`src/rtl/wb_pkg.sv`:
```
package wb_pkg;

    localparam int WB_ADR_W = 11;       // word address
    localparam int WB_DAT_W = 32;

    localparam int RAM_DEPTH = 1024;
    localparam int RAM_ADR_W = $clog2(RAM_DEPTH);

    // host map: samples at 0..767, status at 1024, zero elsewhere
    localparam int SAMPLE_WORDS = 768;
    localparam int STATUS_ADR   = 1024;

    // host read word, either a stored sample or the status register
    typedef union packed {
        struct packed {
            logic [15:0] im;
            logic [15:0] re;
        } iq;
        struct packed {
            logic [25:0] reserved;
            logic        overflow;
            logic        busy;
            logic        done;
            logic [2:0]  symbols_stored;
        } status;
    } host_word_u;

endpackage

```
`src/rtl/mem_arbiter.sv`:
```
`timescale 1ns/1ps

module mem_arbiter
    import wb_pkg::*;
(
    input  logic                 clk_i,
    input  logic                 reset_ni,
    input  logic                 cap_cyc_i,
    input  logic                 cap_stb_i,
    input  logic [WB_ADR_W-1:0]  cap_adr_i,
    input  logic [WB_DAT_W-1:0]  cap_dat_i,
    input  logic                 hst_cyc_i,
    input  logic                 hst_stb_i,
    input  logic [RAM_ADR_W-1:0] hst_adr_i,
    input  logic                 ram_ack_i,
    input  logic [WB_DAT_W-1:0]  ram_dat_i,
    output logic                 cap_ack_o,
    output logic                 hst_ack_o,
    output logic [WB_DAT_W-1:0]  hst_dat_o,
    output logic                 ram_cyc_o,
    output logic                 ram_stb_o,
    output logic                 ram_we_o,
    output logic [RAM_ADR_W-1:0] ram_adr_o,
    output logic [WB_DAT_W-1:0]  ram_dat_o
);

    logic active;       // a grant is held
    logic owner_hst;    // 0: capture, 1: host
    logic cap_req;
    logic hst_req;

    assign cap_req = cap_cyc_i && cap_stb_i;
    assign hst_req = hst_cyc_i && hst_stb_i;

    always_ff @(posedge clk_i) begin
        if (!reset_ni) begin
            active    <= 1'b0;
            owner_hst <= 1'b0;
        end else if (!active) begin
            if (cap_req) begin
                active    <= 1'b1;
                owner_hst <= 1'b0;          // capture wins a tie
            end else if (hst_req) begin
                active    <= 1'b1;
                owner_hst <= 1'b1;
            end
        end else if (ram_ack_i) begin
            // pass straight to a waiting master, else release
            if (owner_hst ? cap_req : hst_req) begin
                owner_hst <= !owner_hst;
            end else begin
                active <= 1'b0;
            end
        end
    end

    assign ram_cyc_o = active && (owner_hst ? hst_cyc_i : cap_cyc_i);
    assign ram_stb_o = active && (owner_hst ? hst_stb_i : cap_stb_i);
    assign ram_we_o  = active && !owner_hst;    // capture only writes
    assign ram_adr_o = owner_hst ? hst_adr_i : cap_adr_i[RAM_ADR_W-1:0];
    assign ram_dat_o = cap_dat_i;

    assign cap_ack_o = active && !owner_hst && ram_ack_i;
    assign hst_ack_o = active && owner_hst && ram_ack_i;
    assign hst_dat_o = ram_dat_i;

endmodule

```
`config.mk`:
```
export PLATFORM = sky130hd
export DESIGN_NAME = mem_arbiter
export DESIGN_NICKNAME = d
export VERILOG_FILES = /design/src/rtl/wb_pkg.sv /design/src/rtl/mem_arbiter.sv
export SDC_FILE = /design/constraint.sdc
export NUM_CORES = 1
export LEC_CHECK = 0
export ABC_AREA = 1
export BUFFER_PORTS_ARGS = -buffer_cell sky130_fd_sc_hd__buf_4
export CAP_MARGIN = 40
export CORE_AREA = 2 2 66 68
export CTS_BUF_LIST = sky130_fd_sc_hd__clkbuf_8
export DETAILED_ROUTE_END_ITERATION = 16
export DIE_AREA = 0 0 68 70
export GPL_TIMING_DRIVEN = 0
export PLACE_DENSITY = 0.75
export SLEW_MARGIN = 30
export SYNTH_ARGS = -nofsm -noshare
export SYNTH_HDL_FRONTEND = slang
export SYNTH_SLANG_ARGS = --single-unit
```
`constraint.sdc`:
```
create_clock -name clk_i -period 1.42 [get_ports clk_i]
set_clock_uncertainty 0.1 [all_clocks]
set_input_delay 0 -clock clk_i [delete_from_list [all_inputs] [get_ports clk_i]]
set_output_delay 0 -clock clk_i [all_outputs]
set_load 0.02 [all_outputs]
```
# Word-level counts from Yosys, hierarchy flattened

Index checks and enable logic that the tools add are counted.

Bits of input ports: 92
Register bits after elaboration: 2

Reduce and logical (&&, ||, !) cells: 11
Muxes and demuxes: 14
Equal/unequal tests: 2

Operators with widths:

| cell                                                                     | count |
|---|---|
| 1-bit two-way mux                                                        | 13 |
| 10-bit two-way mux                                                       | 1 |
| 1-bit logical AND                                                        | 8 |
| 3-bit AND reduction                                                      | 1 |
| 3-bit nonzero test                                                       | 1 |
| 2-bit by 1-bit inequality test with 1-bit output (second input constant) | 1 |
| 2-bit inequality test (second input constant)                            | 1 |
| 1-bit logical NOT                                                        | 1 |

# Depth between registers and ports, before layout

Word-level depth: 5
Depth in mapped cells: 8
Gate-level depth less buffers: 7

# Least setup slack after synthesis

Ideal clock, no wire load.

Path kind: reg-to-output
From: register active
To: output port ram_cyc_o
Cell stages (with the launch flop): 5
Data required time: 1.320 ns
Data arrival time: 1.057 ns
Path buffers: 0
Setup slack: 0.263 ns
Path through: dfxtp_1 > inv_2 > nor2_1 > nand2_1 > nand2_1

Cells in the longest elaborated chain, start to end: 1

RTL lines:

| element                  | line              | RTL |
|---|---|---|
| start: declaration       | mem_arbiter.sv:27 | `logic active;` |
| start signal: assignment | mem_arbiter.sv:37 | `active <= 1'b0;` |
| start signal: assignment | mem_arbiter.sv:41 | `active <= 1'b1;` |
| start signal: assignment | mem_arbiter.sv:44 | `active <= 1'b1;` |
| 1-bit logical AND        | mem_arbiter.sv:57 | `assign ram_cyc_o = active && (owner_hst ? hst_cyc_i : cap_cyc_i);` |
| end: declaration         | mem_arbiter.sv:20 | `output logic ram_cyc_o,` |

Every way passes these cells.

# Worst setup path after layout

From: register owner_hst
To: output port ram_adr_o[5]

Cells in the longest elaborated chain, start to end: 1

RTL lines:

| element                  | line              | RTL |
|---|---|---|
| start: declaration       | mem_arbiter.sv:28 | `logic owner_hst;` |
| start signal: assignment | mem_arbiter.sv:50 | `owner_hst <= !owner_hst;` |
| 10-bit two-way mux       | mem_arbiter.sv:60 | `assign ram_adr_o = owner_hst ? hst_adr_i : cap_adr_i[RAM_ADR_W-1:0];` |
| end: declaration         | mem_arbiter.sv:23 | `output logic [RAM_ADR_W-1:0] ram_adr_o,` |

Every way passes these cells.

==> out/results.txt <==
Number of antenna diodes - 0
Area of the mapped netlist - 781 um^2
Count of unresolved DRC violations after routing - 0
Initial antenna violation count - 0
Die Area - 4760 um^2
Max-Cap Viols - 0
RSZ-0062 raised after global routing - no
Later-pin clock latency in the skew report - 0.21 ns
Count of vias placed by the detailed router - 1091
Critical path buffers and inverters - 4
Count of clock tree sinks - 2
Critical path's largest stage delay - 0.29 ns
Gate family responsible for the most delay along the worst path - buffers and inverters
Critical-path cell with the highest stage delay - sky130_fd_sc_hd__dfxtp_1
Period minus WS final - 1.31 ns
Result of the run - complete, no violations
H-tree depth - 1
Aggregate negative setup slack - 0 ns
Count of final hold-check violations - 0
Mapped Avg Cell Area - 6.15 um^2
Internal cell power - 0.626 mW
Drt via density - 3.78
WS Path Type - reg2out
Type of destination of the critical path - output pin
Startpoint type of the worst setup path - register
Hold Path Cell Cnt - 3
Headroom to the max-slew limit - 0.849
Via count of the first global-routing pass - 958
Area growth, synth to finish - 117%
Portion of synthesized cell area occupied by the leading cell type - 0.615
Standard-cell row count - 24
Fillcell total - 444
Share of the yosys chip area belonging to registers - 0.0513
Pins over their slew limit - 0
Placer's final routability congestion estimate - 0.672
Number of input and output port buffers inserted - 105
Cell types occupying the most area after synthesis - sky130_fd_sc_hd__buf_4, sky130_fd_sc_hd__nand2_1, sky130_fd_sc_hd__dfxtp_1, sky130_fd_sc_hd__nand3_1, sky130_fd_sc_hd__nor2_1
Portion of total power attributed to the clock network - 0.212
Clock tree from TritonCTS - built
Number of cells in the design after placement - 284
Overall routing resource usage - 0.103
Layout Cells excl Fill - 289
R2r worst-path depth - 6
Number of nets produced by synthesis - 219
Synthesized instance count - 127
Post-synth top area cell - sky130_fd_sc_hd__buf_4
Number of nets in the layout - 331
Biggest fanout along the worst timing path - 10
Worst Hold Class - in2reg
Distinct cells, synth - 13
Wire length of the first global-routing pass - 3.77 mm
Final routed wire length divided by cell count - 9.87 um
Final setup violating endpoints - 0
Core region area - 4140 um^2
CTS root buf - sky130_fd_sc_hd__clkbuf_8
Portion of total power attributed to sequential cells - 0.068
Chip Width - 68 um
Data required time of the worst path - 1.32 ns
Power density over cell area - 612 nW/um^2
Leakage power total - 1.03 nW
Initial Utilization - 0.188
Number of clock buffers inserted by TritonCTS - 3
Iteration-0 DRC count of the detailed router - 19
Max Fclk - 0.766 GHz
Share of post-route cells with drive strength above 1 - 0.751
Antenna viol nets, final - 0
P_sw - 0.412 mW
Die extent in y - 70 um
Post-route clock period utilization - 0.920
Clock transition at path regs - 0.03 ns
Post-CTS Setup Inserts - 0
Count of boundary I/O pins - 171
Switching share of total power - 0.397
Worst endpoint data arrival time - 1.21 ns
Pin count of the biggest net entering global routing - 11
Worst path depth - 6
Number of synthesis warnings - 0
CP dominant cell by count - sky130_fd_sc_hd__nand2_1
#FFs+latches synth - 2
Pin slew with the least headroom to its limit - 0.226 ns
Share of total power in combinational logic - 0.720
VDD IR max - 0.000405 V
Worst-path cell chain - buf_6, inv_2, buf_2, nand2_1, nand2_1, buf_4
Total half-perimeter wirelength after legalization and detailed placement - 2.55 mm
Buffer levels on the longest clock path - 2
GRT Residual Overflow - 0
Detailed-routing iteration count for the pre-antenna-repair pass - 4
Final wirelength - 2.85 mm
==> cell usage after synthesis <==
master                     count
sky130_fd_sc_hd__a41oi_1       1
sky130_fd_sc_hd__dfxtp_1       2
sky130_fd_sc_hd__nand3_1       6
sky130_fd_sc_hd__inv_2         2
sky130_fd_sc_hd__buf_4        64
sky130_fd_sc_hd__buf_2         1
sky130_fd_sc_hd__clkbuf_1      1
sky130_fd_sc_hd__nor2_1        5
sky130_fd_sc_hd__nand2_1      41
sky130_fd_sc_hd__buf_6         1
sky130_fd_sc_hd__nand3_2       1
sky130_fd_sc_hd__o21ai_0       1
sky130_fd_sc_hd__or2_0         1
==> through the flow <==
step           utilization  power [mW]  cell area [um^2]  hold slack (ns)  setup slack [ns]
2_1_floorplan            -       0.511               781           0.0126             0.263
3_3_place_gp         0.394       0.817              1630           0.0969            0.0627
3_5_place_dp         0.394       0.824              1630           0.0972            0.0421
4_1_cts              0.409        1.06              1700           0.0656            0.0618
5_1_grt              0.409        1.11              1700           0.0851           0.00719
6_report             0.409        1.04              1700           0.0681             0.114
==> routing by layer <==
layer	vias up	wire length [um]	share of wire	global-route usage
met3	2	514	0.18	0.0209
met1	449	729	0.26	0.0813
met4	0	8	0.0028	0.0333
met5	-	0	0	0
met2	97	1600	0.56	0.224
li1	543	-	-	-
==> layout by cell type, fill, tap and decap left out <==
cell type / synthesis / routed
sky130_fd_sc_hd__a41oi_1: 1 / 1
sky130_fd_sc_hd__o21ai_0: 1 / 1
sky130_fd_sc_hd__nand2_1: 41 / 41
sky130_fd_sc_hd__nor2_1: 5 / 5
sky130_fd_sc_hd__nand3_1: 6 / 6
sky130_fd_sc_hd__or2_0: 1 / 1
sky130_fd_sc_hd__buf_6: 1 / 1
sky130_fd_sc_hd__inv_2: 2 / 2
sky130_fd_sc_hd__buf_4: 64 / 169
sky130_fd_sc_hd__dlygate4sd3_1: 0 / 2
sky130_fd_sc_hd__clkbuf_8: 0 / 3
sky130_fd_sc_hd__clkbuf_2: 0 / 1
sky130_fd_sc_hd__buf_2: 1 / 1
sky130_fd_sc_hd__nand3_2: 1 / 1
sky130_fd_sc_hd__dfxtp_1: 2 / 2
==> worst reg2reg max path: stages, from the launching register on <==
cell	delay [ns]
sky130_fd_sc_hd__dfxtp_1	0.43
sky130_fd_sc_hd__inv_2	0.08
sky130_fd_sc_hd__or2_0	0.22
sky130_fd_sc_hd__nand3_2	0.08
sky130_fd_sc_hd__nand2_1	0.05
sky130_fd_sc_hd__nand2_1	0.05
sky130_fd_sc_hd__nor2_1	0.03
==> timing repair <==
item	in CTS	in global routing
setup endpoints to repair	10	0
gates resized for setup	1	0
hold endpoints to repair	2	0
hold buffers	2	0
==> cell families (layout without fill, tap and decap cells) <==
family / Yosys count / after routing / synth area share
buffers and inverters: 69 / 179 / 0.651
and+or+nand+nor: 54 / 54 / 0.280
AOI/OAI and AO/OA: 2 / 2 / 0.0176
DFF: 2 / 2 / 0.0513
==> power groups by stage <==
stage / sequential [mW] / combinational, mW / clock (mW)
floorplan: 0.0692 / 0.442 / 0
global placement: 0.0701 / 0.747 / 0
detailed placement: 0.0707 / 0.754 / 0
CTS: 0.0699 / 0.760 / 0.227
global route: 0.0707 / 0.799 / 0.238
finish: 0.0701 / 0.747 / 0.220
==> path summary, 6_finish.rpt <==
| path | from | end | slack [ns] |
|---|---|---|---|
| worst max-delay path | owner_hst$_SDFFE_PN0P_ | ram_adr_o[5] | 0.11 |
| worst min-delay path | hst_cyc_i | active$_SDFF_PN0_ | 0.07 |
| worst max register to register | active$_SDFF_PN0_ | owner_hst$_SDFFE_PN0P_ | 0.27 |
| worst min register to register | active$_SDFF_PN0_ | active$_SDFF_PN0_ | 0.49 |
==> state kept, by name, summed over array words and instances (netlist names) <==
signal,count
owner_hst,1
active,1
==> final cells by class <==
cell class	count	area [um^2]	share of cell area
plain buffers	67	502	0.296
clock buffers	3	41.3	0.0243
inverters	2	7.51	0.00442
multi-input cells	56	233	0.137
flip-flops and latches	2	40.0	0.0236
well taps	52	65.1	0.0383
repair buffers	107	808	0.476
No activity file was read; power rests on OpenSTA's default activity.
