$ cat src/rtl/wb_pkg.sv
package wb_pkg;

    localparam int WB_ADR_W = 11;       // word address
    localparam int WB_DAT_W = 32;

    localparam int RAM_DEPTH = 1024;
    localparam int RAM_ADR_W = $clog2(RAM_DEPTH);

    // host map: samples at 0..767, status at 1024, zero elsewhere
    localparam int SAMPLE_WORDS = 768;
    localparam int STATUS_ADR   = 1024;

    // host read word, either a stored sample or the status register
    typedef union packed {
        struct packed {
            logic [15:0] im;
            logic [15:0] re;
        } iq;
        struct packed {
            logic [25:0] reserved;
            logic        overflow;
            logic        busy;
            logic        done;
            logic [2:0]  symbols_stored;
        } status;
    } host_word_u;

endpackage

$ cat src/rtl/host_port.sv
`timescale 1ns/1ps

module host_port
    import wb_pkg::*;
(
    input  logic                 clk_i,
    input  logic                 reset_ni,
    input  logic                 wb_cyc_i,
    input  logic                 wb_stb_i,
    input  logic                 wb_we_i,
    input  logic [WB_ADR_W-1:0]  wb_adr_i,
    input  logic                 busy_i,
    input  logic                 done_i,
    input  logic                 overflow_i,
    input  logic [2:0]           symbols_stored_i,
    input  logic                 hst_ack_i,
    input  logic [WB_DAT_W-1:0]  hst_dat_i,
    output logic                 wb_ack_o,
    output logic [WB_DAT_W-1:0]  wb_dat_o,
    output logic                 hst_cyc_o,
    output logic                 hst_stb_o,
    output logic [RAM_ADR_W-1:0] hst_adr_o
);

    logic       pend;           // request taken, ack not yet given
    logic       local_rd;       // answered here, no memory access
    logic       req;
    logic       is_sample;
    logic       is_status;
    host_word_u status_word;
    host_word_u rd_word;

    assign req       = wb_cyc_i && wb_stb_i && !pend && !wb_ack_o;
    assign is_sample = !wb_we_i && wb_adr_i < WB_ADR_W'(SAMPLE_WORDS);
    assign is_status = !wb_we_i && wb_adr_i == WB_ADR_W'(STATUS_ADR);

    always_comb begin
        status_word = '0;
        status_word.status.overflow       = overflow_i;
        status_word.status.busy           = busy_i;
        status_word.status.done           = done_i;
        status_word.status.symbols_stored = symbols_stored_i;
    end

    always_ff @(posedge clk_i) begin
        if (!reset_ni) begin
            pend      <= 1'b0;
            local_rd  <= 1'b0;
            hst_stb_o <= 1'b0;
            wb_ack_o  <= 1'b0;
        end else begin
            wb_ack_o <= local_rd || (hst_stb_o && hst_ack_i);
            local_rd <= req && !is_sample;   // status, empty window or write
            if (req && is_sample) begin
                hst_stb_o <= 1'b1;
            end else if (hst_ack_i) begin
                hst_stb_o <= 1'b0;
            end
            if (req) begin
                pend <= 1'b1;
            end else if (wb_ack_o) begin
                pend <= 1'b0;
            end
        end
    end

    always_ff @(posedge clk_i) begin
        if (req) begin
            hst_adr_o <= wb_adr_i[RAM_ADR_W-1:0];
            rd_word   <= is_status ? status_word : '0;
        end else if (hst_ack_i) begin
            rd_word.iq.im <= hst_dat_i[WB_DAT_W-1:WB_DAT_W/2];
            rd_word.iq.re <= hst_dat_i[WB_DAT_W/2-1:0];
        end
    end

    assign wb_dat_o  = rd_word;
    assign hst_cyc_o = hst_stb_o;

endmodule

$ cat config.mk
export PLATFORM = sky130hd
export DESIGN_NAME = host_port
export DESIGN_NICKNAME = d
export VERILOG_FILES = /design/src/rtl/wb_pkg.sv /design/src/rtl/host_port.sv
export SDC_FILE = /design/constraint.sdc
export NUM_CORES = 1
export LEC_CHECK = 0
export BUFFER_PORTS_ARGS = -buffer_cell sky130_fd_sc_hd__buf_4
export CAP_MARGIN = 5
export CORE_MARGIN = 10
export CORE_UTILIZATION = 30
export CTS_CLUSTER_SIZE = 14
export DETAILED_ROUTE_END_ITERATION = 12
export GPL_ROUTABILITY_DRIVEN = 0
export HOLD_SLACK_MARGIN = 0.08
export SLEW_MARGIN = 20
export SYNTH_ARGS = -nofsm -noshare
export SYNTH_HDL_FRONTEND = slang
export SYNTH_SLANG_ARGS = --single-unit
$ cat constraint.sdc
create_clock -name clk_i -period 2.2 [get_ports clk_i]
set_input_delay 0.44 -clock clk_i [delete_from_list [all_inputs] [get_ports clk_i]]
set_output_delay 0.44 -clock clk_i [all_outputs]
set_load 0.01 [all_outputs]
; ---- Yosys cells after proc, flatten, opt, wreduce, memory -nomap -nowiden
; Index checks and enable logic that the tools add are counted.
[totals]
reg_bits = 46
latch_bits = 0
ramBits = 0
rom_bits = 0
out_inout_bits = 45
elab_cells = 31
mem_count = 0
[classes]
add_sub_neg = 0
mul = 0
div_mod_pow = 0
order_cmp = 1
eq_ne = 1
shifts = 0
mux = 7
bitwise = 0
n_reduce_logical = 16
[ops]
columns = operator, n
row1 = $mux 32, 2
row2 = $eq 11x11->1 const B, 1
row3 = $lt 11x10->1 const B, 1
row4 = $logic_and 1x1->1, 8
row5 = $mux 6, 1
row6 = $reduce_bool 2->1, 3
row7 = $logic_not 1->1, 4
row8 = $mux 1, 4
row9 = $logic_or 1x1->1, 1

; ---- Longest topological paths before layout
[depth]
ltp_word = 5
ltp_mapped = 5

; ---- Least setup slack after synthesis
; OpenSTA, ideal clock, no wires.
[synth_timing]
path_type = input-to-reg
from = input port wb_cyc_i
to = register rd_word (netlist bit wb_dat_o[0]), enable pin
setup_ns = 0.394
arrival_ns = 1.455
required_ns = 1.806
setup_slack_ns = 0.351
cell_stages = 3
path_cell_list = nand4bb_1 > buf_6 > nand2b_1
[synth_between]
elab_chain_cells = 4
[synth_rtl]
columns = element, line
row1 = start: declaration, host_port.sv:8  ; input logic wb_cyc_i,
row2 = $logic_and 1x1->1 (3 in series), host_port.sv:33  ; assign req = wb_cyc_i && wb_stb_i && !pend && !wb_ack_o;
row3 = $reduce_bool 2->1 (no source line), -
row4 = end signal: assignment, host_port.sv:70  ; rd_word <= is_status ? status_word : '0;
row5 = end: declaration, host_port.sv:31  ; host_word_u rd_word;
; Every way passes these cells.
; A chain may end at the register's enable or synchronous reset.

; ---- Worst setup path after layout
[layout_timing]
from = register wb_ack_o
to = register rd_word (netlist bit wb_dat_o[17]), enable pin
[layout_between]
elab_chain_cells = 3
[layout_rtl]
columns = element, line
row1 = start: declaration, host_port.sv:18  ; output logic wb_ack_o,
row2 = start signal: assignment, host_port.sv:52  ; wb_ack_o <= local_rd || (hst_stb_o && hst_ack_i);
row3 = $logic_not 1->1, host_port.sv:33
row4 = $logic_and 1x1->1, host_port.sv:33
row5 = $reduce_bool 2->1 (no source line), -
; Every way passes these cells.

==> impl_table.tex <==
\begin{tabular}{lr}
\hline
Metric & Value \\
\hline
\multicolumn{2}{l}{\textbf{Run status}} \\
Outcome & completed \\
\multicolumn{2}{l}{\textbf{Min path}} \\
Worst min-delay path category & input pin to register \\
\multicolumn{2}{l}{\textbf{Setup path}} \\
CP endpoint kind & register \\
Arrival @ worst endpoint & 1410 ps \\
Crit Path Category & register to register \\
Worst path slowest cell & sky130\_fd\_sc\_hd\_\_buf\_4 \\
List of cells traversed by the critical path & nand4bb\_1, nand2b\_1, buf\_4 \\
CP Launch Type & register \\
Slowest cell delay on critical path & 370 ps \\
Required arrival time at the worst endpoint & 2140 ps \\
Worst-path fanout max & 32 \\
\multicolumn{2}{l}{\textbf{Power and ir drop}} \\
Lkg Pwr & 1.16 nW \\
Portion of total power attributed to the clock network & 24.8\% \\
Combinational share of power & 17.2\% \\
Switching component of the power & 0.000383 W \\
Largest voltage drop on the vdd net & 0.283 mV \\
Share of total power consumed by net switching & 21.2\% \\
Pwr per Cell Area & 668 mW/mm² \\
Proportion of power drawn by flip-flops and latches & 58.0\% \\
Pint & 0.00142 W \\
\multicolumn{2}{l}{\textbf{Layout}} \\
Area used by multi-input combinational logic & 417 µm² \\
Ratio of cells with drive above 1 in the final layout & 63.6\% \\
Reg area & 0.00134 mm² \\
Area grow syn2layout & 48.3\% \\
Antenna Cells & 0 \\
Fill cells & 568 \\
Area of all placed cells without fillers & 0.00270 mm² \\
NumNets Final & 270 \\
\multicolumn{2}{l}{\textbf{Clock network}} \\
Worst-path clk slew & 70 ps \\
Buffer type at the clock tree root & sky130\_fd\_sc\_hd\_\_clkbuf\_8 \\
Post-cts hold buffer count & 0 \\
Worst-skew pair later-pin latency & 280 ps \\
Total clock buffers created by CTS & 5 \\
TritonCTS clock tree & done \\
Setup fix buffers added after clock tree synthesis & 0 \\
Clock buffer depth & 2 \\
Sinks on the clock net & 46 \\
Post-cts repair resize count & 0 \\
Deepest level of the CTS H-tree & 2 \\
\multicolumn{2}{l}{\textbf{Global route}} \\
Maximum number of pins on one net before global-route repair & 33 \\
Global-route wire length before repair & 7230 µm \\
Antenna violations before repair & 0 \\
Number of global-route vias before repair & 1328 \\
GRT Total Usage & 9.36\% \\
Sum of overflow across all layers after global routing & 0 \\
\multicolumn{2}{l}{\textbf{Routing}} \\
Drt drc & 0 \\
1st-pass router iterations & 4 \\
Average wire length per cell after detail routing & 16.0 µm \\
Avg Vias per Cell & 4.27 \\
Routed wire length & 4620 µm \\
Initial drt markers & 27 \\
Via count & 1235 \\
ANT nets after route & 0 \\
\multicolumn{2}{l}{\textbf{Synthesis}} \\
\#FFs+latches synth & 46 \\
Synth async-reset ratio & 0\% \\
Compound-cell area share of the yosys netlist & 3.03\% \\
Most common cell in the netlist & sky130\_fd\_sc\_hd\_\_edfxtp\_1 \\
Area share of the largest cell type after synthesis & 69.3\% \\
Xor/xnor share of the synthesized area & 0\% \\
Cell taking the most area after synthesis & sky130\_fd\_sc\_hd\_\_edfxtp\_1 \\
Top cells by area in the synthesized netlist & sky130\_fd\_sc\_hd\_\_edfxtp\_1, sky130\_fd\_sc\_hd\_\_and2\_4, sky130\_fd\_sc\_hd\_\_dfxtp\_1, sky130\_fd\_sc\_hd\_\_buf\_6, sky130\_fd\_sc\_hd\_\_nand2\_1 \\
Yosys warnings & 0 \\
Cell Area, Synth & 0.00182 mm² \\
Sequential element share of the synthesized area & 73.7\% \\
Proportion of synthesized area in mux cells & 0\% \\
Post-synthesis average cell area & 16.4 µm² \\
Combinational family with the most area after synthesis & simple AND/OR/NAND/NOR gates \\
Number of nets produced by synthesis & 166 \\
Most frequent cells after synthesis & sky130\_fd\_sc\_hd\_\_edfxtp\_1, sky130\_fd\_sc\_hd\_\_and2\_4, sky130\_fd\_sc\_hd\_\_nand2\_1 \\
Synth Instances & 111 \\
Primary FF master, synth & sky130\_fd\_sc\_hd\_\_edfxtp\_1 \\
Count of cell types in the netlist & 21 \\
Post-synth EDFFs & 42 \\
Fraction of the mapped netlist area in simple logic gates & 19.9\% \\
Adder-cell share of the synthesized area & 0\% \\
\multicolumn{2}{l}{\textbf{STA}} \\
Time the worst path needs with I/O delays and setup & 1460 ps \\
Final setup TNS & 0 ps \\
Final Max Tran Viols & 0 \\
Worst Max-Slew Pin Slew & 396 ps \\
FMAX & 683 MHz \\
Final-report hold violation count & 0 \\
Final period utilization & 66.5\% \\
Setup repair after global routing missed its margin & false \\
Final setup violation count & 0 \\
Layout Skew & 3.40 ps \\
Worst max-slew margin expressed relative to the limit & 73.6\% \\
\multicolumn{2}{l}{\textbf{Die}} \\
Die area & 0.00958 mm² \\
Total number of placement rows & 28 \\
Core area & 0.00592 mm² \\
IO Count & 100 \\
Die extent in x & 97.9 µm \\
Starting Density & 30.7\% \\
Chip Height & 97.9 µm \\
\multicolumn{2}{l}{\textbf{Placed design}} \\
Buffers on Ports & 99 \\
Final HPWL DP & 3780 µm \\
Placed Area & 0.00263 mm² \\
\multicolumn{2}{l}{\textbf{Flow run}} \\
Total of max-cap violations & 0 \\
\hline
\end{tabular}
## cell type report
type,count,area share (%)
Clock buffer,5,2.55
Sequential cell,46,49.7
Multi-Input combinational cell,58,15.4
Inverter,2,0.325
Tap cell,75,3.48
Timing Repair Buffer,102,28.4
Clock inverter,1,0.139
## worst max-delay path: cells and delay by family (launching register included)
kind,cells,cell delay [ps]
buffers and inverters,1,370
DFF,1,320
and+or+nand+nor,2,420
## logic make-up (layout without fill, tap and decap cells)
logic type,Yosys count,count (layout)
flops,46,46
compound gates,10,10
simple gates,48,48
buf+inv,7,110
## layout by cell type, fill, tap and decap left out, types with 2 or more instances in the layout
cell type                  Yosys  layout
sky130_fd_sc_hd__buf_4         1     102
sky130_fd_sc_hd__edfxtp_1     42      42
sky130_fd_sc_hd__and2_4       24      24
sky130_fd_sc_hd__nand2_1      12      12
sky130_fd_sc_hd__o21ai_1       6       6
sky130_fd_sc_hd__clkbuf_8      0       5
sky130_fd_sc_hd__dfxtp_1       4       4
sky130_fd_sc_hd__and2_1        3       3
sky130_fd_sc_hd__nor4_2        2       2
sky130_fd_sc_hd__a21oi_1       2       2
## metrics by stage
| step | util, % | power (W) | cells | hold slack (ps) | setup slack (ps) |
|---|---|---|---|---|---|
| finish | 45.6 | 0.00180 | 289 | 344 | 736 |
| global placement | 44.4 | 0.00138 | 283 | 429 | 615 |
| global route | 45.6 | 0.00189 | 289 | 325 | 612 |
| detailed placement | 44.4 | 0.00139 | 283 | 435 | 572 |
| CTS | 45.6 | 0.00184 | 289 | 332 | 704 |
| floorplan | - | 0.00120 | 111 | 434 | 351 |
## path summary, 6_finish.rpt
kind | cells after the start | from | end | slack [ps]
min reg2reg | 1 | wb_ack_o$_SDFF_PN0_ | pend$_SDFFE_PN0P_ | 440
max | 3 | wb_ack_o$_SDFF_PN0_ | wb_dat_o[17]$_SDFFCE_PP0P_ | 740
min | 1 | wb_adr_i[6] | hst_adr_o[6]$_DFFE_PP_ | 340
max reg2reg | 3 | wb_ack_o$_SDFF_PN0_ | wb_dat_o[17]$_SDFFCE_PP0P_ | 740
## power groups by stage
stage | combinational (W) | sequential [W] | clock [W]
2_1_floorplan | 0.0000967 | 0.00110 | 0
3_3_place_gp | 0.000314 | 0.00107 | 0
3_5_place_dp | 0.000318 | 0.00107 | 0
4_1_cts | 0.000318 | 0.00105 | 0.000471
5_1_grt | 0.000337 | 0.00105 | 0.000500
6_report | 0.000311 | 0.00105 | 0.000447
## state kept, by name (all words and copies together), names as in the netlist
register	cells
hst_cyc_o	1
local_rd	1
wb_dat_o	32
wb_ack_o	1
pend	1
hst_adr_o	10
## routing by layer
metal	GRT usage (%)	vias up	part of all wire [%]
met4	2.35	0	0.30
met5	0	-	0
met3	7.12	2	16
met2	12.8	84	40
met1	11.2	553	44
li1	-	596	-
Note: power is estimated with default switching activity, not from simulation.
