$ cat config.mk
export PLATFORM = sky130hd
export DESIGN_NAME = symbol_capture
export DESIGN_NICKNAME = d
export VERILOG_FILES = /design/src/rtl/nr_ssb_pkg.sv /design/src/rtl/wb_pkg.sv /design/src/rtl/symbol_capture.sv
export SDC_FILE = /design/constraint.sdc
export NUM_CORES = 1
export LEC_CHECK = 0
export ABC_AREA = 1
export BUFFER_PORTS_ARGS = -buffer_cell sky130_fd_sc_hd__buf_2
export CORE_ASPECT_RATIO = 1.25
export CORE_MARGIN = 2
export CORE_UTILIZATION = 50
export CTS_CLUSTER_DIAMETER = 50
export DETAILED_ROUTE_END_ITERATION = 7
export GPL_ROUTABILITY_DRIVEN = 0
export PLACE_DENSITY = 0.8
export SKIP_CTS_REPAIR_TIMING = 1
export SLEW_MARGIN = 20
export SYNTH_ARGS = -nofsm -noshare
export SYNTH_HDL_FRONTEND = slang
export SYNTH_SLANG_ARGS = --single-unit
$ cat constraint.sdc
create_clock -name clk_i -period 8.4 [get_ports clk_i]
set_input_delay 0.84 -clock clk_i [delete_from_list [all_inputs] [get_ports clk_i]]
set_output_delay 0.84 -clock clk_i [all_outputs]
set_load 0.03 [all_outputs]
$ cat src/rtl/nr_ssb_pkg.sv
package nr_ssb_pkg;

    // SSB numerology, 256-point symbols
    localparam int FFT_LEN     = 256;   // body samples per symbol
    localparam int CP_LEN      = 18;    // normal cyclic prefix
    localparam int CP_ADVANCE  = 9;     // timing advance into first prefix
    localparam int SSB_SYMBOLS = 3;     // PBCH, SSS, PBCH
    localparam int SSS_SYMBOL  = 1;     // index of the SSS symbol in the block

    localparam int SYM_IDX_W = 2;
    localparam int SAMPLE_W  = 32;      // im in upper half, re in lower

    // counter widths
    localparam int BODY_CNT_W = $clog2(FFT_LEN);
    localparam int CP_CNT_W   = $clog2(CP_LEN);

endpackage

$ cat src/rtl/wb_pkg.sv
package wb_pkg;

    localparam int WB_ADR_W = 11;       // word address
    localparam int WB_DAT_W = 32;

    localparam int RAM_DEPTH = 1024;
    localparam int RAM_ADR_W = $clog2(RAM_DEPTH);

    // host map: samples at 0..767, status at 1024, zero elsewhere
    localparam int SAMPLE_WORDS = 768;
    localparam int STATUS_ADR   = 1024;

    // host read word, either a stored sample or the status register
    typedef union packed {
        struct packed {
            logic [15:0] im;
            logic [15:0] re;
        } iq;
        struct packed {
            logic [25:0] reserved;
            logic        overflow;
            logic        busy;
            logic        done;
            logic [2:0]  symbols_stored;
        } status;
    } host_word_u;

endpackage

$ cat src/rtl/symbol_capture.sv
`timescale 1ns/1ps

module symbol_capture
    import nr_ssb_pkg::*;
    import wb_pkg::*;
(
    input  logic                clk_i,
    input  logic                reset_ni,
    input  logic [SAMPLE_W-1:0] sample_i,
    input  logic                sample_valid_i,
    input  logic                ssb_start_i,
    input  logic                cap_ack_i,
    output logic                cap_cyc_o,
    output logic                cap_stb_o,
    output logic [WB_ADR_W-1:0] cap_adr_o,
    output logic [WB_DAT_W-1:0] cap_dat_o,
    output logic                symbol_start_o,
    output logic                pbch_start_o,
    output logic                sss_start_o,
    output logic                busy_o,
    output logic                done_o,
    output logic                overflow_o,
    output logic [2:0]          symbols_stored_o
);

    logic                  active;      // block capture running
    logic                  in_body;     // low while skipping a prefix
    logic [CP_CNT_W-1:0]   cp_cnt;
    logic [BODY_CNT_W-1:0] body_cnt;
    logic [SYM_IDX_W-1:0]  sym_idx;
    logic                  pend_last;   // pending write closes a symbol body
    logic                  start;
    logic                  take;
    logic                  drop;
    logic                  last_body;
    logic                  first_body;
    logic                  sym_end;

    assign start      = ssb_start_i && !busy_o;
    assign take       = active && in_body && sample_valid_i;
    assign drop       = take && cap_stb_o;      // previous write not yet acked
    assign last_body  = body_cnt == BODY_CNT_W'(FFT_LEN - 1);
    assign first_body = body_cnt == '0;
    assign sym_end    = cap_ack_i && (pend_last || (drop && last_body));

    assign busy_o    = active || cap_stb_o;
    assign cap_cyc_o = cap_stb_o;

    // framing: prefix skip, then body
    always_ff @(posedge clk_i) begin
        if (!reset_ni) begin
            active   <= 1'b0;
            in_body  <= 1'b0;
            cp_cnt   <= '0;
            body_cnt <= '0;
            sym_idx  <= '0;
        end else if (start) begin
            active   <= 1'b1;
            in_body  <= 1'b0;
            cp_cnt   <= CP_CNT_W'(CP_ADVANCE);  // first prefix is shorter
            body_cnt <= '0;
            sym_idx  <= '0;
        end else if (active && sample_valid_i) begin
            if (!in_body) begin
                if (cp_cnt == CP_CNT_W'(CP_LEN - 1)) begin
                    in_body <= 1'b1;
                end
                cp_cnt <= cp_cnt + 1'b1;
            end else begin
                body_cnt <= body_cnt + 1'b1;    // advances on drops too
                if (last_body) begin
                    in_body <= 1'b0;
                    cp_cnt  <= '0;
                    if (sym_idx == SYM_IDX_W'(SSB_SYMBOLS - 1)) begin
                        active <= 1'b0;
                    end else begin
                        sym_idx <= sym_idx + 1'b1;
                    end
                end
            end
        end
    end

    // write master handshake and sticky overflow
    always_ff @(posedge clk_i) begin
        if (!reset_ni) begin
            cap_stb_o  <= 1'b0;
            overflow_o <= 1'b0;
        end else begin
            if (start) begin
                overflow_o <= 1'b0;
            end else if (drop) begin
                overflow_o <= 1'b1;
            end
            if (take && !cap_stb_o) begin
                cap_stb_o <= 1'b1;
            end else if (cap_ack_i) begin
                cap_stb_o <= 1'b0;
            end
        end
    end

    // pending write word
    always_ff @(posedge clk_i) begin
        if (take && !cap_stb_o) begin
            cap_adr_o <= WB_ADR_W'({sym_idx, body_cnt});
            cap_dat_o <= sample_i;
            pend_last <= last_body;
        end else if (drop && last_body && !cap_ack_i) begin
            pend_last <= 1'b1;          // lost final sample, symbol ends with this write
        end
    end

    always_ff @(posedge clk_i) begin
        if (!reset_ni) begin
            symbols_stored_o <= '0;
            done_o           <= 1'b0;
        end else if (start) begin
            symbols_stored_o <= '0;
            done_o           <= 1'b0;
        end else if (sym_end) begin
            symbols_stored_o <= symbols_stored_o + 1'b1;
            done_o           <= symbols_stored_o == 3'(SSB_SYMBOLS - 1);
        end
    end

    // markers, one clock after body sample 0
    always_ff @(posedge clk_i) begin
        if (!reset_ni) begin
            symbol_start_o <= 1'b0;
            pbch_start_o   <= 1'b0;
            sss_start_o    <= 1'b0;
        end else begin
            symbol_start_o <= take && first_body;
            pbch_start_o   <= take && first_body && sym_idx != SYM_IDX_W'(SSS_SYMBOL);
            sss_start_o    <= take && first_body && sym_idx == SYM_IDX_W'(SSS_SYMBOL);
        end
    end

endmodule

# [Word-level counts from Yosys, hierarchy flattened]
# Index checks and enable logic that the tools add are counted.
[classes] n_reduce_logical=30 muxes=16 addsub=4 bitwise_logic=2 n_eq_ne=8
[ops] op="$logic_and 1x1->1" count=12
[ops] op="$mux 1" count=12
[ops] op="$reduce_bool 2->1" count=6
[ops] op="$mux 5" count=2
[ops] op="$add 8x1->8 const B" count=1
[ops] op="$eq 8x8->1 const B" count=1
[ops] op="$logic_not 8->1" count=1
[ops] op="$mux 4" count=2
[ops] op="$reduce_and 4->1" count=2
[ops] op="$reduce_and 2->1" count=3
[ops] op="$add 5x1->5 const B" count=1
[ops] op="$eq 5x5->1 const B" count=1
[ops] op="$ne 2x1->1 const B" count=2
[ops] op="$add 3x1->3 const B" count=1
[ops] op="$eq 3x2->1 const B" count=1
[ops] op="$logic_not 1->1" count=3
[ops] op="$ne 3x1->1 const B" count=1
[ops] op="$add 2x1->2 const B" count=1
[ops] op="$eq 2x1->1 const B" count=1
[ops] op="$eq 2x2->1 const B" count=1
[ops] op="$logic_or 1x1->1" count=2
[ops] op="$not 1->1" count=2
[ops] op="$reduce_or 2->1" count=1
[word_totals] in_bits=37 output_inout_bits=54 wordCells=76 reg_bits=69

# [Logic depth before layout (Yosys ltp)]
# Gate-level depths: netlist of the first run.
[depth] word_depth=7 depth_mapped=9

# [Worst setup path before layout of the first run]
# OpenSTA, ideal clock, no wires.
[synth_path] kind="input -> register" start="input sample_valid_i" end="register cap_adr_o[0], enable pin" required_ps=7955 setup_ps=445 t_arrival_ps=2819 path_slack_ps=5137 cell_stages=2 path_cell_list="nand3_4 > nor2_1"
[synth_via] elab_chain_cells=2
[synth_lines] element="start: declaration" line="symbol_capture.sv:10" rtl="input logic sample_valid_i,"
[synth_lines] element="$logic_and 1x1->1" line="symbol_capture.sv:40" rtl="assign take = active && in_body && sample_valid_i;"
[synth_lines] element="$logic_and 1x1->1" line="symbol_capture.sv:105" rtl="if (take && !cap_stb_o) begin"
[synth_lines] element="end signal: assignment" line="symbol_capture.sv:106" rtl="cap_adr_o <= WB_ADR_W'({sym_idx, body_cnt});"
[synth_lines] element="end: declaration" line="symbol_capture.sv:15" rtl="output logic [WB_ADR_W-1:0] cap_adr_o,"
# Every way passes these cells.
# A chain may end at the register's enable or synchronous reset.

# [Worst setup path in the final report of the first run]
[layout_path] start="register cap_stb_o, in the netlist cap_cyc_o" end="output busy_o"
[layout_via] elab_chain_cells=1
[layout_lines] element="start: declaration" line="symbol_capture.sv:14" rtl="output logic cap_stb_o,"
[layout_lines] element="start signal: assignment" line="symbol_capture.sv:87" rtl="cap_stb_o <= 1'b0;"
[layout_lines] element="start signal: assignment" line="symbol_capture.sv:96" rtl="cap_stb_o <= 1'b1;"
[layout_lines] element="start signal: assignment" line="symbol_capture.sv:98" rtl="cap_stb_o <= 1'b0;"
[layout_lines] element="$logic_or 1x1->1" line="symbol_capture.sv:46" rtl="assign busy_o = active || cap_stb_o;"
[layout_lines] element="end: declaration" line="symbol_capture.sv:20" rtl="output logic busy_o,"
# Every way passes these cells.

==> summary.md, run 1 <==
| Metric | Value |
|---|---|
| Status | finished, final reports clean |
| Critical path launch point type | register |
| Post-Syn Area per Cell | roughly 12 um^2 |
| Worst-path maximum fanout | 5 |
| IO buf count | roughly 90 |
| Filler cells | 390 |
| Largest net degree at the start of global routing | 45 |
| Synth Flop Type | edfxtp_1 |
| Largest area contributor in the synthesized netlist | edfxtp_1 |
| Setup TNS | 0 ps |
| I/O pins | 91 |
| Total routed wirelength | 5.21 mm |
| Gate power share | approximately 3.0% |
| CTS tree | built |
| Seq/Total Area, Yosys | about 68% |
| Reg power frac | 48.8% |
| Worst-margin pin slew | a little over 500 ps |
| Top layer in use | met4 |
| Fin crit period | between 2000 and 2500 ps |
| DR WL/cell | approximately 13 um |
| Die span in y | about 85 um |
| Min-delay worst type | reg -> reg |
| Htree depth | 3 |
| CP endpoint kind | primary output |
| Pwr/cell area | 215 nW/um^2 |
| Core area | 5080 um^2 |
| Layout cells sized above 1 | roughly 36% |
| Initial antenna violation count | 0 |
| Clock group share of total power | about half |
| Post-Syn Nets | around 270 |
| Final hold viol count | 0 |
| Critical Path RT | roughly 7600 ps |
| Total DRC errors in the routed layout | 0 |
| Die ar. | a little under 6000 um^2 |
| YS warnings | 0 |
| Final Cycle Share | between 20% and 30% |
| Final setup fails | 0 |
| Tot GR Track Use | between 10% and 20% |
| Leak | around 1.5 nW |
| Antenna Cells | 0 |
| Starting Density | a little over half |
| Int Power | 598 uW |
| Clock skew | approximately 7.1 ps |
| Post-Layout Cell Count | ~400 |
| Met3 WL | approximately 500 um |
| Vias/cell | approximately 4.9 |
| Most frequent cells after synthesis | edfxtp_1 (43), nand2_1 (32), inv_1 (30), dfxtp_1 (26), nor2_1 (24) |
| Area after DPL | roughly 3100 um^2 |
| Final instance area | approximately 3400 um^2 |
| Top-area cell type share of the netlist area | 48.7% |
| Synth top area cells | edfxtp_1 (49%), dfxtp_1 (20%), nand2_1 (4.5%), inv_1 (4.3%), ha_1 (3.8%) |
| Number of global-route vias before repair | around 1,800 |
| Psw | 142 uW |
| Clock latency on the worst-skew pair | about 350 ps |
| Worst endpoint data arrival time | between 1000 and 1500 ps |
| P&R area growth vs syn | 29.9% |
| Mapped cell area | 2650 um^2 |
| Remaining antenna violation count after routing | 0 |
| CTS root buffer | clkbuf_8 |
| Fmax | between 400 and 500 MHz |
| DRT Pass-1 Iters | 4 |
| Global-route wire length before repair | around 8.2 mm |
| Initial DRC count | approximately 130 |
| Number of flops mapped to enable cells by yosys | 43 |
| Async SR Flop Fraction | 0% |
| Die width | between 60 and 70 um |
| Critical setup path kind | reg -> out |
| Max Cap Viol | 0 |
| Vias | roughly 1,900 |
| Clock sinks | 69 |
| Yosys reg bits | a little under 70 |
| Relative slew slack | roughly two thirds |
| Nets@finish | 370 |
| CTS Buf Count | 9 |
| Number of placed instances with taps included | approximately 380 |
| Switching part of the total | 19.2% |
| Overflow after GRT | 0 |
| Most common cell in the synthesized netlist | edfxtp_1 |
| RSZ-0062 raised after global routing | false |
| Routed wl met2 | 2.41 mm |
| Clock Path Buffers | 2 |
| VDD IR max | just under 0.1 mV |
| Hpwl dp | 3.77 mm |
| Clock transition at path regs | 80 ps |
| Max Slew Vio Count | 0 |
| Synth cell types | 28 |
| Syn Inst Count | 228 |
| M1 WL | roughly 2.2 mm |
| # rows | 29 |
==> final cells by class <==
cell class	count	area, um^2	share of cell area (%)
Clock inverter	7	145	4.22
Sequential cell	69	1810	52.6
Timing Repair Buffer	90	473	13.7
Clock buffer	9	124	3.60
Tap cell	62	77.6	2.25
Multi-Input combinational cell	124	694	20.2
Inverter	31	116	3.38
==> per-layer routing <==
| layer | vias up | track usage, % |
|---|---|---|
| li1 | 959 | - |
| met1 | 870 | 21.4 |
| met2 | 96 | 29.4 |
| met3 | 10 | 8.08 |
| met4 | 0 | 8.02 |
| met5 | - | 0 |
==> logic make-up (layout without fill, tap and decap cells) <==
| logic type | Yosys count | count (layout) | synth area share (%) |
|---|---|---|---|
| AO/OA/AOI/OAI | 30 | 30 | 5.81 |
| adder cells (fa/ha/maj) | 8 | 8 | 3.78 |
| XOR/XNOR | 1 | 1 | 0.331 |
| other | 1 | 1 | 0.142 |
| buffers and inverters | 35 | 137 | 5.67 |
| flip-flops | 69 | 69 | 68.4 |
| AND/OR/NAND/NOR | 84 | 84 | 15.9 |
==> flip-flops by register name, summed over array words and instances, names as in the netlist, 2 cells and up <==
signal            flops
cp_cnt                5
sym_idx               2
body_cnt              8
cap_dat_o            32
cap_adr_o            10
symbols_stored_o      3
==> stage by stage <==
step	hold slack (ps)	setup WS [ps]	util [%]	total power, mW
after CTS	469	6260	67.2	0.746
after global routing	476	6270	67.8	0.763
final	465	6350	67.8	0.740
after detailed placement	453	5890	61.9	0.391
after global placement	448	6000	61.9	0.391
after floorplan	434	5140	-	0.381
==> worst paths after layout <==
path	startpoint	to	slack, ps	cells after the start
max	cap_cyc_o	busy_o	6350	3
max reg2reg	active	cap_adr_o[5]	6780	3
min	sym_idx[0]	cap_adr_o[8]	460	0
min reg2reg	sym_idx[0]	cap_adr_o[8]	460	0
==> worst max-delay path, cell delays in order (launching register included) <==
cell and delay (ps):
dfxtp_1 440, inv_1 160, nand2_1 90, buf_2 190
==> layout by cell type, fill, tap and decap left out, drive strengths merged, types with 2 or more instances in the layout <==
master,synthesis,routed
buf,4,90
edfxtp,43,43
nand2,35,35
inv,31,32
nor2,28,28
dfxtp,26,26
a21oi,17,17
nand3,12,12
o21ai,11,11
clkbuf,0,9
ha,8,8
bufinv,0,4
nor3,3,3
nand4,2,2
==> power groups by stage <==
stage | clock network, mW | logic (mW) | registers [mW]
after global placement | 0 | 0.0222 | 0.369
after floorplan | 0 | 0.0122 | 0.369
final | 0.356 | 0.0224 | 0.361
after global routing | 0.376 | 0.0257 | 0.361
after detailed placement | 0 | 0.0225 | 0.369
after CTS | 0.363 | 0.0225 | 0.361
Power figures use the tool's default switching activity.
==> run 2, diff against run 1 <==
Settings changed: CORE_UTILIZATION 50 to 49, PLACE_DENSITY 0.8 to 0.78.
Clock period 8.4 ns to 2.14 ns, I/O delays scaled along.
==> run 2 against run 1 <==
Design area fell by 3.3%. Critical path type is now reg -> reg. Sequential power rose to 3.9 times the previous value. Power rose to 3.2 times the previous value. Combinational power rose to 3.9 times the previous value. Largest cell class unchanged. Clock power rose by 140%. Via count fell by 3.3%.
==> summary.md, run 2 (same netlist as run 1, synthesis figures left out) <==
| Metric | Value |
|---|---|
| I/O pins | 91 (unchanged) |
| Setup TNS | 0 ps (unchanged) |
| Initial DRC count | 105 (was 129) |
| Global-route wire length before repair | 8.13 mm (was 8.20 mm) |
| Fmax | 684 MHz |
| Hpwl dp | 3.89 mm (was 3.77 mm) |
| Worst endpoint data arrival time | 1490 ps (was 1210 ps) |
| Remaining antenna violation count after routing | 0 (unchanged) |
| Critical setup path kind | reg -> reg (was reg -> out) |
| Total routed wirelength | 5.05 mm (was 5.21 mm) |
| Clock transition at path regs | 70 ps (was 80 ps) |
| Vias/cell | 4.78 (was 4.94) |
| Crit-path cells | ha_1 > nand3_1 > nor2_2 > nand2_1 > o22ai_1 (was inv_1 > nand2_1 > buf_2) |
| Largest register by flop count | cap_dat_o (unchanged) |
| CP endpoint kind | register (was primary output) |
| Max reg flops | 32 (unchanged) |
| Status | finished, final reports clean (unchanged) |
| Largest registers | cap_dat_o x32, cap_adr_o x10, body_cnt x8 (unchanged) |
| R2R depth | 5 (was 3) |
| Starting Density | 51.4% (was 52.1%) |
| CTS tree | built (unchanged) |
| Hold_ws | 58.5 ps (was 465 ps) |
| Final hold viol count | 0 (unchanged) |
| Most frequent cells in the layout | buf_2 (89), edfxtp_1 (43), nand2_1 (32) (unchanged) |
| # rows | 29 (unchanged) |
| Number of global-route vias before repair | 1,698 (was 1,782) |
| Source of the worst hold timing path | sample_i[29] (was sym_idx[0]) |
| Leak | 1.43 nW (was 1.47 nW) |
| Leading cell type in the layout, fill and taps excluded | buf_2 (unchanged) |
| Htree depth | 3 (unchanged) |
| VDD IR max | 0.332 mV (was 0.0992 mV) |
| Overflow after GRT | 0 (unchanged) |
| Clock sinks | 69 (unchanged) |
| CTS Buf Count | 9 (unchanged) |
| Critical path buffer and inverter count | 0 (was 2) |
| Clock latency on the worst-skew pair | 330 ps (was 350 ps) |
| R2R Path Start | body_cnt[1] (was active) |
| Fin crit period | 1460 ps |
| DR WL/cell | 12.9 um (was 13.3 um) |
| Initial antenna violation count | 0 (unchanged) |
| Post-layout util | 64.6% (was 67.8%) |
| Worst-path maximum fanout | 4 (was 5) |
| Min setup slack post-route | 678 ps (was 6350 ps) |
| Nets@finish | 370 (unchanged) |
| Hold endpoint | cap_dat_o[29] (was cap_adr_o[8]) |
| Tot GR Track Use | 17.4% (was 18.3%) |
| Antenna Cells | 0 (unchanged) |
| Setup WS pre-CTS | 726 ps (was 5890 ps) |
| FF-to-FF setup slack | 680 ps (was 6780 ps) |
| Clock skew | 9.40 ps (was 7.13 ps) |
| Critical path launch point type | register (unchanged) |
| Final Cycle Share | between 60% and 70% |
| P&R area growth vs syn | 25.6% (was 29.9%) |
| Core area | 5150 um^2 (was 5080 um^2) |
| Clock Path Buffers | 2 (unchanged) |
| IO buf count | 89 (unchanged) |
| Die span in y | 86.2 um (was 85.4 um) |
| Min-delay worst type | in -> reg (was reg -> reg) |
| Die ar. | 6010 um^2 (was 5900 um^2) |
| Die width | 69.8 um (was 69.1 um) |
| Total DRC errors in the routed layout | 0 (unchanged) |
| CP Launch Point | body_cnt[1] (was cap_cyc_o) |
| CTS root buffer | clkbuf_8 (unchanged) |
| Layout cells sized above 1 | 34.8% (was 36.1%) |
| DRT Pass-1 Iters | 4 (unchanged) |
| RSZ-0062 raised after global routing | false (unchanged) |
| Critical Path RT | 2170 ps (was 7560 ps) |
| Vias | 1,872 (was 1,935) |
| CP max stage cell | dfxtp_1 (unchanged) |
| Hold Path Depth | 1 (was 0) |
| RR Endpoint | pend_last (was cap_adr_o[5]) |
| CP top delay family | simple AND/OR/NAND/NOR gates (was flip-flops) |
| Max Slew Vio Count | 0 (unchanged) |
| Worst path max stage delay | 370 ps (was 440 ps) |
| Final setup fails | 0 (unchanged) |
| Max Cap Viol | 0 (unchanged) |
| Pwr/cell area | 714 nW/um^2 (was 215 nW/um^2) |
| Largest net degree at the start of global routing | 43 (was 45) |
## run 2: metrics by stage
step / area, um^2 / instances / power (mW)
after CTS: 3330 / 392 / 2.40
after detailed placement: 3170 / 376 / 1.54
final: 3330 / 392 / 2.38
after floorplan: 2650 / 228 / 1.49
after global routing: 3330 / 392 / 2.47
after global placement: 3170 / 376 / 1.53
## run 2: layout make-up
| class | instances | area [um^2] |
|---|---|---|
| clock buffers | 14 | 153 |
| clock inverters | 2 | 10.0 |
| fillers | 405 | 1820 |
| inverters | 31 | 116 |
| multi-input cells | 124 | 694 |
| flip-flops and latches | 69 | 1810 |
| well taps | 62 | 77.6 |
| repair buffers | 90 | 465 |
## run 2: worst max path at each step
| stage | to | slack, ps | depth (start not counted) |
|---|---|---|---|
| final | pend_last | 680 | 5 |
| after global routing | pend_last | 510 | 5 |
| after CTS | pend_last | 700 | 5 |
| after detailed placement | pend_last | 730 | 5 |
| after global placement | pend_last | 780 | 5 |
| after floorplan | cap_adr_o[0] | 30 | 2 |
## run 2: power by group
group	internal (mW)	switching (mW)	total (mW)	leakage (nW)
logic	0.0380	0.0502	0.0882	0.735
clock network	0.450	0.420	0.870	0.0844
registers	1.41	0.00628	1.42	0.613
## run 2: routing by layer
| layer | part of all wire (%) | GRT usage (%) |
|---|---|---|
| met4 | 1.7 | 6.29 |
| met5 | 0 | 0 |
| met1 | 41 | 21.5 |
| met2 | 49 | 28.5 |
| met3 | 8.9 | 6.05 |
==> run 3, diff against run 2 <==
Settings changed: ABC_AREA 1 to 0, PLACE_DENSITY 0.78 to 0.79.
Clock period 2.14 ns to 1.46 ns, I/O delays scaled along.
==> run 3 against run 2 <==
The flow now finishes with violations (setup timing). Critical path depth increased by 2. Setup slack got worse by 770 ps. Combinational power increased by 130%. Worst hold slack improved by 37 ps. Wire length increased by 31%. Die area decreased by 2.1%. Fmax decreased by 6.1%. Sequential cell count unchanged. First-iteration DRC count increased by 1.9%. Design area increased by 18%. Register-to-register slack got worse by 770 ps. Critical path type unchanged.
==> summary.md, run 3 <==
| Metric | Value |
|---|---|
| Pwr/cell area | 1050 nW/um^2 (was 714 nW/um^2) |
| Synth top area cells | edfxtp_1 (50%), dfxtp_1 (20%), ha_1 (3.9%), nor2_1 (2.3%), a21oi_1 (2.1%) (was edfxtp_1 (49%), dfxtp_1 (20%), nand2_1 (4.5%), inv_1 (4.3%), ha_1 (3.8%)) |
| Crit-path cells | ha_4 > nand3_4 > buf_6 > o41ai_4 > buf_4 > xnor2_2 > nor2_1 (was ha_1 > nand3_1 > nor2_2 > nand2_1 > o22ai_1) |
| Most frequent cells after synthesis | edfxtp_1 (43), dfxtp_1 (26), nor2_1 (16), nand2_1 (13), a21oi_1 (11) (was edfxtp_1 (43), nand2_1 (32), inv_1 (30), dfxtp_1 (26), nor2_1 (24)) |
| Number of flops mapped to enable cells by yosys | 43 (unchanged) |
| Yosys reg bits | 69 (unchanged) |
| Vias/cell | 4.99 (was 4.78) |
| IO buf count | 89 (unchanged) |
| Clock skew | 10.1 ps (was 9.40 ps) |
| Syn Inst Count | 192 (was 228) |
| Clock sinks | 69 (unchanged) |
| Min setup slack post-route | -96.8 ps (was 678 ps) |
| Remaining antenna violation count after routing | 0 (unchanged) |
| Layout cells sized above 1 | 42.0% (was 34.8%) |
| Die ar. | 5880 um^2 (was 6010 um^2) |
| RSZ-0062 raised after global routing | true (was false) |
| Seq/Total Area, Yosys | 70.0% (was 68.4%) |
| Htree depth | 3 (unchanged) |
| Max reg flops | 32 (unchanged) |
| Fmax | 642 MHz (was 684 MHz) |
| Worst path max stage delay | 370 ps (about the same) |
| Largest area contributor in the synthesized netlist | edfxtp_1 (unchanged) |
| Initial antenna violation count | 0 (unchanged) |
| CP max stage cell | o41ai_4 (was dfxtp_1) |
| Total routed wirelength | 6.60 mm (was 5.05 mm) |
| Synth cell types | 39 (was 28) |
| DR WL/cell | 16.0 um (was 12.9 um) |
| Initial DRC count | 107 (was 105) |
| Top-area cell type share of the netlist area | 49.9% (was 48.7%) |
| Area after DPL | 3320 um^2 (was 3170 um^2) |
| Leak | 1.60 nW (was 1.43 nW) |
| VDD IR max | 0.698 mV (was 0.332 mV) |
| Most common cell in the synthesized netlist | edfxtp_1 (unchanged) |
| Status | finished with violations (was finished, final reports clean) |
| Tot GR Track Use | 19.5% (was 17.4%) |
| Largest register by flop count | cap_dat_o (unchanged) |
| # rows | 29 (unchanged) |
| CP endpoint kind | register (unchanged) |
| Most frequent cells in the layout | buf_2 (89), edfxtp_1 (43), dlygate4sd3_1 (32) (was buf_2 (89), edfxtp_1 (43), nand2_1 (32)) |
| Synth Flop Type | edfxtp_1 (unchanged) |
| Clock Path Buffers | 2 (unchanged) |
| Clock latency on the worst-skew pair | 340 ps (was 330 ps) |
| Global-route wire length before repair | 8.84 mm (was 8.13 mm) |
| Antenna Cells | 0 (unchanged) |
| Async SR Flop Fraction | 0% (unchanged) |
| Failing checks | setup timing |
| Nets@finish | 390 (was 370) |
| Mapped cell area | 2590 um^2 (was 2650 um^2) |
| Min-delay worst type | in -> reg (unchanged) |
| Final hold viol count | 0 (unchanged) |
| Worst endpoint data arrival time | 1790 ps (was 1490 ps) |
| Total DRC errors in the routed layout | 0 (unchanged) |
| Final setup fails | 6 (was 0) |
| CTS Buf Count | 9 (unchanged) |
| Leading cell type in the layout, fill and taps excluded | buf_2 (unchanged) |
| Number of global-route vias before repair | 1,816 (was 1,698) |
| Critical Path RT | 1690 ps (was 2170 ps) |
| Vias | 2,057 (was 1,872) |
| Fin crit period | 1560 ps (was 1460 ps) |
| Worst-path maximum fanout | 4 (unchanged) |
| Die span in y | 85.3 um (was 86.2 um) |
| Final Cycle Share | 107% (was 68.3%) |
| DRT Pass-1 Iters | 4 (unchanged) |
| Max Slew Vio Count | 0 (unchanged) |
| YS warnings | 0 (unchanged) |
| Hpwl dp | 4.11 mm (was 3.89 mm) |
| CTS root buffer | clkbuf_8 (unchanged) |
| Clock transition at path regs | 70 ps (about the same) |
| Starting Density | 51.0% (was 51.4%) |
| Die width | 69.0 um (was 69.8 um) |
| Post-Syn Area per Cell | 13.5 um^2 (was 11.6 um^2) |
| Critical path launch point type | register (unchanged) |
| CTS tree | built (unchanged) |
| Overflow after GRT | 0 (unchanged) |
| Core area | 5080 um^2 (was 5150 um^2) |
| P&R area growth vs syn | 51.2% (was 25.6%) |
| Setup WS pre-CTS | -51.1 ps (was 726 ps) |
| Largest registers | cap_dat_o x32, cap_adr_o x10, body_cnt x8 (unchanged) |
| Final instance area | 3920 um^2 (was 3330 um^2) |
| Max Cap Viol | 0 (unchanged) |
| Post-layout util | 77.1% (was 64.6%) |
| Filler cells | 316 (was 405) |
| Largest net degree at the start of global routing | 37 (was 43) |
| Post-Syn Nets | 237 (was 273) |
| Critical setup path kind | reg -> reg (unchanged) |
| I/O pins | 91 (unchanged) |
run 3: cell count changes after synthesis, sizes merged, moves of 6 or more:
cell and change:
o21ai -6, a21oi -6, nor2 -12, inv -21
nand2 -22, nand3 -7
run 3: worst max-delay path: cells and delay by family (launching register included):
family	cells	cell delay, ps
adder cells (fa/ha/maj)	1	140
flip-flops	1	360
AO/OA/AOI/OAI	1	370
buffers and inverters	2	330
XOR/XNOR	1	100
AND/OR/NAND/NOR	2	150
run 3: area by class of cell:
class	instances	area, um^2	share of cell area, %
tap	62	77.6	1.98
multi-input combinational	107	751	19.2
sequential	69	1830	46.6
inverter	10	37.5	0.959
clock inverter	6	111	2.84
clock buffer	10	128	3.26
timing repair buffer	148	985	25.2
run 3: worst paths after layout:
kind | start | endpoint | slack (ps) | cells past startpoint
worst min register to register | overflow_o | overflow_o | 460 | 2
worst min-delay path | reset_ni | cap_cyc_o | 100 | 2
worst max register to register | body_cnt[1] | symbols_stored_o[0] | -100 | 7
worst max-delay path | body_cnt[1] | symbols_stored_o[0] | -100 | 7
run 3: cell families after synthesis:
kind of cell	count (synthesis)	synth area share [%]
AND/OR/NAND/NOR	63	13.6
adder cells (fa/ha/maj)	8	3.87
buffers and inverters	16	2.71
XOR/XNOR	6	2.03
AO/OA/AOI/OAI	29	7.64
other	1	0.145
flip-flops	69	70.0
run 3: per-layer routing:
layer | global-route usage (%) | wire [um] | share of wire (%)
met5 | 0 | 0 | 0
met4 | 5.88 | 78 | 1.2
met3 | 7.48 | 450 | 6.8
met2 | 33.4 | 3410 | 52
met1 | 22.8 | 2660 | 40
run 3: report_power, final:
group	internal [mW]	leakage [nW]	switching [mW]	total, mW
clock	1.14	0.116	0.714	1.85
sequential	2.06	0.591	0.0121	2.08
combinational	0.121	0.889	0.0783	0.200
run 3: metrics by stage:
stage	setup TNS (ps)	instances	power [mW]	hold WS, ps
2_1_floorplan	-9500	192	2.17	245
3_3_place_gp	-18.7	361	2.24	323
3_5_place_dp	-167	361	2.25	325
4_1_cts	-294	377	4.07	-33.1
5_1_grt	-1120	412	4.26	103
6_report	-256	412	4.13	95.8
